`src/view_pkg.sv`:
```
/* screen geometry, object counts, colour codes and the job types of the display controller
   object kinds are fixed by table index: gold first, then stone, then diamond */
package view_pkg;

	typedef logic [7:0]  coord_x_t;
	typedef logic [6:0]  coord_y_t;
	typedef logic [2:0]  color_t;
	typedef logic [3:0]  obj_idx_t;
	typedef logic [15:0] lfsr_t;

	localparam int SCR_W = 64;
	localparam int SCR_H = 48;

	localparam int MAX_GOLD    = 4;
	localparam int MAX_STONE   = 3;
	localparam int MAX_DIAMOND = 2;
	localparam int NUM_OBJ     = MAX_GOLD + MAX_STONE + MAX_DIAMOND;

	localparam int GOLD_SIZE    = 4;
	localparam int STONE_SIZE   = 6;
	localparam int DIAMOND_SIZE = 3;
	localparam int HOOK_W       = 2;
	localparam int HOOK_H       = 8;

	localparam int FRAME_CYCLES = 8192; // clocks per redraw in GAME
	localparam int FRAME_W      = $clog2(FRAME_CYCLES);
	typedef logic [FRAME_W-1:0] frame_cnt_t;

	localparam lfsr_t LFSR_SEED = 16'hace1;

	localparam color_t COL_START   = 3'd1;
	localparam color_t COL_BG      = 3'd2;
	localparam color_t COL_GOLD    = 3'd3;
	localparam color_t COL_STONE   = 3'd4;
	localparam color_t COL_DIAMOND = 3'd5;
	localparam color_t COL_HOOK    = 3'd6;
	localparam color_t COL_OVER    = 3'd7;

	typedef struct packed {
		coord_x_t x;
		coord_y_t y;
	} obj_t; // top-left corner

	typedef struct packed {
		coord_x_t x;
		coord_y_t y;
		coord_x_t w;
		coord_y_t h;
		color_t   color;
	} draw_job_t;

	typedef struct packed {
		coord_x_t x;
		coord_y_t y;
		color_t   color;
	} pix_t;

	typedef enum logic [3:0] {
		IDLE_START, DRAW_START, WAIT_GO, PLACE, DRAW_BG,
		DRAW_OBJ, DRAW_HOOK, GAME, DRAW_OVER, GAME_DONE
	} view_state_t;

	// square side of the object at a table index
	function automatic coord_x_t obj_size(obj_idx_t idx);
		if (idx < MAX_GOLD)
			return coord_x_t'(GOLD_SIZE);
		else if (idx < MAX_GOLD + MAX_STONE)
			return coord_x_t'(STONE_SIZE);
		else
			return coord_x_t'(DIAMOND_SIZE);
	endfunction

	function automatic color_t obj_color(obj_idx_t idx);
		if (idx < MAX_GOLD)
			return COL_GOLD;
		else if (idx < MAX_GOLD + MAX_STONE)
			return COL_STONE;
		else
			return COL_DIAMOND;
	endfunction

endpackage

```
`src/object_placer.sv`:
```
/* fills the object table on each place_req, one entry per cycle, ack after NUM_OBJ+1 cycles
   each object uses the shift register value after its own step; register is not reseeded */
`timescale 1ns/10ps

module object_placer (
	input  logic                clk,
	input  logic                resetn,
	input  logic                place_req,
	output logic                place_ack,
	input  view_pkg::obj_idx_t  obj_sel,
	output view_pkg::obj_t      obj
);

	view_pkg::lfsr_t    lfsr;
	view_pkg::lfsr_t    lfsr_nxt;
	view_pkg::obj_idx_t idx;
	view_pkg::coord_x_t size;
	view_pkg::obj_t     new_obj;
	view_pkg::obj_t     tbl [view_pkg::NUM_OBJ];

	logic [15:0] x_span;
	logic [15:0] y_span;
	logic [15:0] x_pos;
	logic [15:0] y_pos;
	logic        feedback;

	// taps 16 14 13 11
	assign feedback = lfsr[15] ^ lfsr[13] ^ lfsr[12] ^ lfsr[10];
	assign lfsr_nxt = {lfsr[14:0], feedback};

	assign size   = view_pkg::obj_size(idx);
	assign x_span = 16'(view_pkg::SCR_W) - 16'(size);
	assign y_span = 16'(view_pkg::SCR_H - view_pkg::HOOK_H) - 16'(size);

	// keep objects below the hook band
	assign x_pos = lfsr_nxt % x_span;
	assign y_pos = ({8'd0, lfsr_nxt[15:8]} % y_span) + 16'(view_pkg::HOOK_H);

	assign new_obj.x = view_pkg::coord_x_t'(x_pos);
	assign new_obj.y = view_pkg::coord_y_t'(y_pos);

	always_ff @(posedge clk) begin
		if (!resetn) begin
			lfsr      <= view_pkg::LFSR_SEED;
			idx       <= '0;
			place_ack <= 1'b0;
		end else begin
			if (place_req && !place_ack) begin
				if (idx == view_pkg::obj_idx_t'(view_pkg::NUM_OBJ)) begin
					place_ack <= 1'b1; // table complete
					idx       <= '0;
				end else begin
					tbl[idx] <= new_obj;
					lfsr     <= lfsr_nxt;
					idx      <= idx + 1'b1;
				end
			end else if (!place_req) begin
				place_ack <= 1'b0;
			end
		end
	end

	// combinational read port
	always_comb begin
		obj = '0;
		if (obj_sel < view_pkg::obj_idx_t'(view_pkg::NUM_OBJ))
			obj = tbl[obj_sel];
	end

	// four-phase handshake with the sequencer
	assert property (@(posedge clk) disable iff (!resetn)
		$rose(place_ack) |-> place_req)
		else $error("place_ack rose without place_req");

endmodule

```
`src/view_sequencer.sv`:
```
/* walks the screen sequence and issues one rectangle job at a time to the drawer
   hook_x is clamped so the hook stays on screen; objects are drawn in table order */
`timescale 1ns/10ps

module view_sequencer (
	input  logic                  clk,
	input  logic                  resetn,
	input  logic                  go,
	input  logic                  game_end,
	input  view_pkg::coord_x_t    hook_x,
	output logic                  place_req,
	input  logic                  place_ack,
	output view_pkg::obj_idx_t    obj_sel,
	input  view_pkg::obj_t        obj,
	output view_pkg::draw_job_t   job,
	output logic                  job_req,
	input  logic                  job_ack
);

	localparam view_pkg::coord_x_t HOOK_X_MAX =
		view_pkg::coord_x_t'(view_pkg::SCR_W - view_pkg::HOOK_W);

	view_pkg::view_state_t state;
	view_pkg::obj_idx_t    obj_idx;
	view_pkg::frame_cnt_t  frame_cnt;
	view_pkg::draw_job_t   next_job;
	view_pkg::coord_x_t    hook_xc;

	logic drawing;
	logic job_done;
	logic frame_tick;

	assign obj_sel  = obj_idx;
	assign job_done = job_req && job_ack;
	assign hook_xc  = (hook_x > HOOK_X_MAX) ? HOOK_X_MAX : hook_x;

	assign drawing = (state == view_pkg::DRAW_START) || (state == view_pkg::DRAW_BG) ||
		(state == view_pkg::DRAW_OBJ) || (state == view_pkg::DRAW_HOOK) ||
		(state == view_pkg::DRAW_OVER);

	assign frame_tick = (frame_cnt == view_pkg::frame_cnt_t'(view_pkg::FRAME_CYCLES - 1));

	// job for the current state, full screen unless overridden
	always_comb begin
		next_job.x     = '0;
		next_job.y     = '0;
		next_job.w     = view_pkg::coord_x_t'(view_pkg::SCR_W);
		next_job.h     = view_pkg::coord_y_t'(view_pkg::SCR_H);
		next_job.color = view_pkg::COL_BG;
		case (state)
			view_pkg::DRAW_START: next_job.color = view_pkg::COL_START;
			view_pkg::DRAW_OVER:  next_job.color = view_pkg::COL_OVER;
			view_pkg::DRAW_OBJ: begin
				next_job.x     = obj.x;
				next_job.y     = obj.y;
				next_job.w     = view_pkg::obj_size(obj_idx);
				next_job.h     = view_pkg::coord_y_t'(view_pkg::obj_size(obj_idx));
				next_job.color = view_pkg::obj_color(obj_idx);
			end
			view_pkg::DRAW_HOOK: begin
				next_job.x     = hook_xc;
				next_job.w     = view_pkg::coord_x_t'(view_pkg::HOOK_W);
				next_job.h     = view_pkg::coord_y_t'(view_pkg::HOOK_H);
				next_job.color = view_pkg::COL_HOOK;
			end
			default: ;
		endcase
	end

	// job payload, loaded when a request goes out
	always_ff @(posedge clk) begin
		if (drawing && !job_req && !job_ack)
			job <= next_job;
	end

	always_ff @(posedge clk) begin
		if (!resetn) begin
			state     <= view_pkg::IDLE_START;
			obj_idx   <= '0;
			frame_cnt <= '0;
			job_req   <= 1'b0;
			place_req <= 1'b0;
		end else begin
			// wait for the previous ack to clear before the next request
			if (drawing && !job_req && !job_ack)
				job_req <= 1'b1;
			else if (job_done)
				job_req <= 1'b0;

			if (state == view_pkg::GAME)
				frame_cnt <= frame_cnt + 1'b1;
			else
				frame_cnt <= '0; // restarts on entry

			case (state)
				view_pkg::IDLE_START: state <= view_pkg::DRAW_START;
				view_pkg::DRAW_START: begin
					if (job_done)
						state <= view_pkg::WAIT_GO;
				end
				view_pkg::WAIT_GO, view_pkg::GAME_DONE: begin
					if (go) begin
						state     <= view_pkg::PLACE;
						place_req <= 1'b1;
					end
				end
				view_pkg::PLACE: begin
					if (place_req && place_ack)
						place_req <= 1'b0;
					else if (!place_req && !place_ack)
						state <= view_pkg::DRAW_BG;
				end
				view_pkg::DRAW_BG: begin
					if (job_done) begin
						obj_idx <= '0;
						state   <= view_pkg::DRAW_OBJ;
					end
				end
				view_pkg::DRAW_OBJ: begin
					if (job_done) begin
						if (obj_idx == view_pkg::obj_idx_t'(view_pkg::NUM_OBJ - 1))
							state <= view_pkg::DRAW_HOOK;
						else
							obj_idx <= obj_idx + 1'b1;
					end
				end
				view_pkg::DRAW_HOOK: begin
					if (job_done)
						state <= view_pkg::GAME;
				end
				view_pkg::GAME: begin
					if (game_end)
						state <= view_pkg::DRAW_OVER;
					else if (frame_tick)
						state <= view_pkg::DRAW_BG; // redraw, same objects
				end
				view_pkg::DRAW_OVER: begin
					if (job_done)
						state <= view_pkg::GAME_DONE;
				end
				default: state <= view_pkg::IDLE_START;
			endcase
		end
	end

	// drawer does not clip, placed objects and hook must fit
	assert property (@(posedge clk) disable iff (!resetn)
		job_req |-> (int'(job.x) + int'(job.w) <= view_pkg::SCR_W) &&
			(int'(job.y) + int'(job.h) <= view_pkg::SCR_H))
		else $error("job reaches outside the screen");

endmodule

```
`src/rect_drawer.sv`:
```
/* emits w*h pixels of one job in row-major order, one per clock, with no back-pressure
   jobs of zero width or height are not supported */
`timescale 1ns/10ps

module rect_drawer (
	input  logic                 clk,
	input  logic                 resetn,
	input  view_pkg::draw_job_t  job,
	input  logic                 job_req,
	output logic                 job_ack,
	output view_pkg::pix_t       pix,
	output logic                 pix_valid
);

	view_pkg::draw_job_t cur;
	view_pkg::coord_x_t  cx;
	view_pkg::coord_y_t  cy;

	logic busy;
	logic fin;  // last pixel went out
	logic last;

	assign last = (cx == cur.w - 1'b1) && (cy == cur.h - 1'b1);

	always_ff @(posedge clk) begin
		if (!resetn) begin
			busy      <= 1'b0;
			fin       <= 1'b0;
			job_ack   <= 1'b0;
			pix_valid <= 1'b0;
			cx        <= '0;
			cy        <= '0;
		end else begin
			pix_valid <= busy;
			fin       <= busy && last;

			if (busy) begin
				pix.x     <= cur.x + cx;
				pix.y     <= cur.y + cy;
				pix.color <= cur.color;
				if (last) begin
					busy <= 1'b0;
				end else if (cx == cur.w - 1'b1) begin
					cx <= '0;
					cy <= cy + 1'b1;
				end else begin
					cx <= cx + 1'b1;
				end
			end else if (job_req && !job_ack && !fin) begin
				cur  <= job;
				cx   <= '0;
				cy   <= '0;
				busy <= 1'b1;
			end

			if (fin)
				job_ack <= 1'b1;
			else if (!job_req)
				job_ack <= 1'b0;
		end
	end

	// jobs from the sequencer must fit on screen
	assert property (@(posedge clk) disable iff (!resetn)
		pix_valid |-> (pix.x < view_pkg::SCR_W) && (pix.y < view_pkg::SCR_H))
		else $error("pixel outside the screen");

endmodule

```
`src/game_view.sv`:
```
/* display controller top: object placer, view sequencer and rectangle drawer
   the pixel port has no back-pressure */
`timescale 1ns/10ps

module game_view (
	input  logic                clk,
	input  logic                resetn,
	input  logic                go,
	input  logic                game_end,
	input  view_pkg::coord_x_t  hook_x,
	output view_pkg::pix_t      pix,
	output logic                pix_valid
);

	logic                place_req;
	logic                place_ack;
	view_pkg::obj_idx_t  obj_sel;
	view_pkg::obj_t      obj;
	view_pkg::draw_job_t job;
	logic                job_req;
	logic                job_ack;

	object_placer i_placer (
		.clk       (clk),
		.resetn    (resetn),
		.place_req (place_req),
		.place_ack (place_ack),
		.obj_sel   (obj_sel),
		.obj       (obj)
	);

	view_sequencer i_seq (
		.clk       (clk),
		.resetn    (resetn),
		.go        (go),
		.game_end  (game_end),
		.hook_x    (hook_x),
		.place_req (place_req),
		.place_ack (place_ack),
		.obj_sel   (obj_sel),
		.obj       (obj),
		.job       (job),
		.job_req   (job_req),
		.job_ack   (job_ack)
	);

	rect_drawer i_drawer (
		.clk       (clk),
		.resetn    (resetn),
		.job       (job),
		.job_req   (job_req),
		.job_ack   (job_ack),
		.pix       (pix),
		.pix_valid (pix_valid)
	);

endmodule

```
`config.mk`:
```
export PLATFORM = sky130hd
export DESIGN_NAME = game_view
export DESIGN_NICKNAME = d
export VERILOG_FILES = /design/src/view_pkg.sv /design/src/object_placer.sv /design/src/view_sequencer.sv /design/src/rect_drawer.sv /design/src/game_view.sv
export SDC_FILE = /design/constraint.sdc
export NUM_CORES = 1
export LEC_CHECK = 0
export ABC_AREA = 1
export BUFFER_PORTS_ARGS = -buffer_cell sky130_fd_sc_hd__buf_2
export CAP_MARGIN = 25
export CORE_MARGIN = 8
export CORE_UTILIZATION = 50
export CTS_CLUSTER_SIZE = 12
export DETAILED_ROUTE_END_ITERATION = 10
export GPL_ROUTABILITY_DRIVEN = 0
export GPL_TIMING_DRIVEN = 1
export MAX_ROUTING_LAYER = met4
export PLACE_DENSITY = 0.65
export SKIP_LAST_GASP = 1
export SLEW_MARGIN = 15
export SYNTH_ARGS = -nofsm -noshare
export SYNTH_HDL_FRONTEND = slang
export SYNTH_SLANG_ARGS = --single-unit
```
`constraint.sdc`:
```
create_clock -name clk -period 40.7 [get_ports clk]
set_input_delay 4.07 -clock clk [delete_from_list [all_inputs] [get_ports clk]]
set_output_delay 4.07 -clock clk [all_outputs]
set_load 0.02 [all_outputs]
```
==> results by group <==
Drt
  • DR DRC count: 0
  • Number of vias per cell: 5.315
  • Vias: 13770
  • Routed Antenna Nets: 0
  • WL final: 37410 µm
  • Drt first pass iters: 6
  • Initial DRC Count: 835
  • DR WL/cell: 14.44 µm

STA
  • Maximum clock frequency: 0.04187 GHz
  • Worst rel slew slack: 0.3281
  • Final hold vios: 0
  • Setup Total Neg Slack: 0 ns
  • RSZ-0062 raised after global routing: false
  • # setup viols final: 0
  • Fin Clk Skew: 0.01394 ns
  • Worst Tran Pin Value: 1.005 ns
  • Pins Over Slew Limit: 0
  • Final min period: 23.89 ns
  • Period Utilization, post-route: 0.5869

Floorplan
  • Die span in y: 200.9 µm
  • # IOs: 31
  • Die area: 0.04038 mm²
  • Core area: 0.03362 mm²
  • Cell Rows: 67
  • Initial Util: 0.5087
  • Die W: 200.9 µm

Finish
  • Final Net Count: 2256
  • Area Growth Syn to Fin: 9.811%
  • FILL cells: 3033
  • Share of layout cells above drive strength 1: 0.08263

Synth
  • Dominant cell type by area after synthesis: edfxtp_1
  • Yosys warns: 0
  • Post-synthesis cell count: 2055
  • Syn Std Cell Area: 0.01710 mm²
  • Mean Syn Cell Area: 8.322 µm²
  • Top cells by area, synth: edfxtp_1 35%, nand2_1 9.1%, ha_1 8.3%
  • Netlist cell types: 64
  • Most frequent cells after synthesis: 413 x nand2_1, 248 x inv_1, 201 x edfxtp_1, 197 x nor2_1, 178 x o21ai_0
  • Post-synth top area share: 0.3529
  • Post-synthesis sequential area ratio: 0.4314
  • Asr flop ratio synth: 0
  • Most common cell in the synthesized netlist: nand2_1
  • FF+latch count, synth: 268
  • Number of synthesized flops with an enable pin: 201
  • Synth Flop Type: edfxtp_1

Global routing
  • Global route total overflow: 0
  • Vias in the first global route: 13400
  • Largest net degree at the start of global routing: 62
  • Initial antenna violation count: 1
  • First-pass GRT wire length: 63380 µm
  • GR Util All Layers: 0.1885

Worst setup path
  • Slowest-stage cell, CP: inv_1
  • CP required: 40.91 ns
  • Cell repeated most along the worst path: nand2_1
  • Delay-heaviest family, CP: simple AND/OR/NAND/NOR gates
  • CP Buf/Inv Count: 23
  • CP Depth: 149
  • CP startpoint: i_placer.idx[1]
  • Worst R2R Path Depth: 149
  • Worst Setup Path Type: flip-flop to flip-flop
  • CP endpoint kind: flip-flop
  • CP arrival: 24.10 ns
  • Crit path max fanout: 16
  • R2r startpoint: i_placer.idx[1]
  • CP peak stage delay: 0.55 ns
  • CP Launch Type: flip-flop

Clock tree
  • Clk Latency, worst-skew pair: 0.53 ns
  • CTS Buf Count: 28
  • Clock transition at the registers of the reported paths: 0.06 ns
  • Clock sink count: 268
  • Cts hold-fix bufs: 0
  • Setup Buffers After CTS: 0
  • PostCTS Resize Cnt: 0
  • H-tree levels: 1
  • CTS root buf: clkbuf_16
  • CTS tree: done
  • Clk buf depth: 3

Job
  • Max-cap violations: 0

Placed design
  • DP HPWL: 27100 µm
  • IO buf count: 30

Min path
  • Worst Hold Launch: i_drawer.cur[0]
  • Hold depth: 0
  • HP Class: flip-flop to flip-flop

Outcome
  • Status: finished, final reports clean
-- layer usage --
metal	vias up	GRT usage	share of wire
met3	67	0.01872	0.045
met1	6350	0.2288	0.44
met4	0	0.06281	0.028
li1	7075	-	-
met5	-	-	0
met2	278	0.3254	0.48
-- kinds of logic (layout without fill, tap and decap cells) --
kind of cell	count (synthesis)	in the layout	synth area share
compound gates	400	400	0.1336
flops	268	268	0.4314
simple gates	859	859	0.2301
buf+inv	323	366	0.07287
xor+xnor	85	85	0.04353
other cells	2	47	0.0004391
fa+ha+maj	118	118	0.08809
-- area by class of cell --
type                       count  area (µm²)  share of cell area
timing repair buffer          48       309.0             0.01646
clock buffer                  38       769.5             0.04098
inverter                     272        1021             0.05437
antenna                        1       2.502           0.0001333
tap                          448       560.5             0.02985
clock inverter                 8       65.06            0.003465
sequential                   268        7377              0.3928
multi-input combinational   1508        8675              0.4619
-- metrics by stage --
| stage | utilization | area (µm²) | hold WS, ns | setup slack [ns] | instances |
|---|---|---|---|---|---|
| finish | 0.5586 | 18780 | 0.4172 | 16.81 | 2591 |
| global route | 0.5586 | 18780 | 0.4211 | 13.69 | 2591 |
| CTS | 0.5576 | 18750 | 0.4193 | 16.78 | 2587 |
| detailed placement | 0.5328 | 17910 | 0.4052 | 16.83 | 2541 |
| global placement | 0.5319 | 17880 | 0.4011 | 18.03 | 2539 |
| floorplan | - | 17270 | 0.4003 | 19.54 | 2099 |
-- sequential cells by signal, indices dropped and copies added, names as in the netlist, named ones only --
register            flops
i_drawer.cx             8
i_placer.idx            4
i_placer.place_ack      1
i_seq.obj_sel           4
i_seq.job              24
i_drawer.cy             7
i_placer.tbl          135
i_seq.state             4
i_drawer.cur           24
i_drawer.job_ack        1
i_seq.place_req         1
i_seq.job_req           1
i_drawer.busy           1
i_drawer.pix_valid      1
i_seq.frame_cnt        13
i_placer.lfsr          16
i_drawer.pix           18
i_drawer.fin            1
-- worst paths after layout --
path         slack (ns)                   to
max reg2reg       16.81  i_placer.tbl[3][10]
max               16.81  i_placer.tbl[3][10]
min reg2reg        0.42      i_drawer.pix[0]
min                0.42      i_drawer.pix[0]
-- cell usage in the layout, fill, tap and decap left out, drive strengths merged, types with 10 or more instances in the layout --
master  count
buf        48
nand4      37
xor2       52
o211ai     19
clkinv     13
o21ai     187
edfxtp    201
nand3     126
nor3       24
conb       46
o31ai      10
a21o       10
dfxtp      67
nor2      211
inv       265
ha        114
a21oi     105
nand2     436
xnor2      33
o22ai      28
clkbuf     38
Power is not shown: default switching activity piles up to over one toggle a cycle in this logic, so the estimate is an artifact.
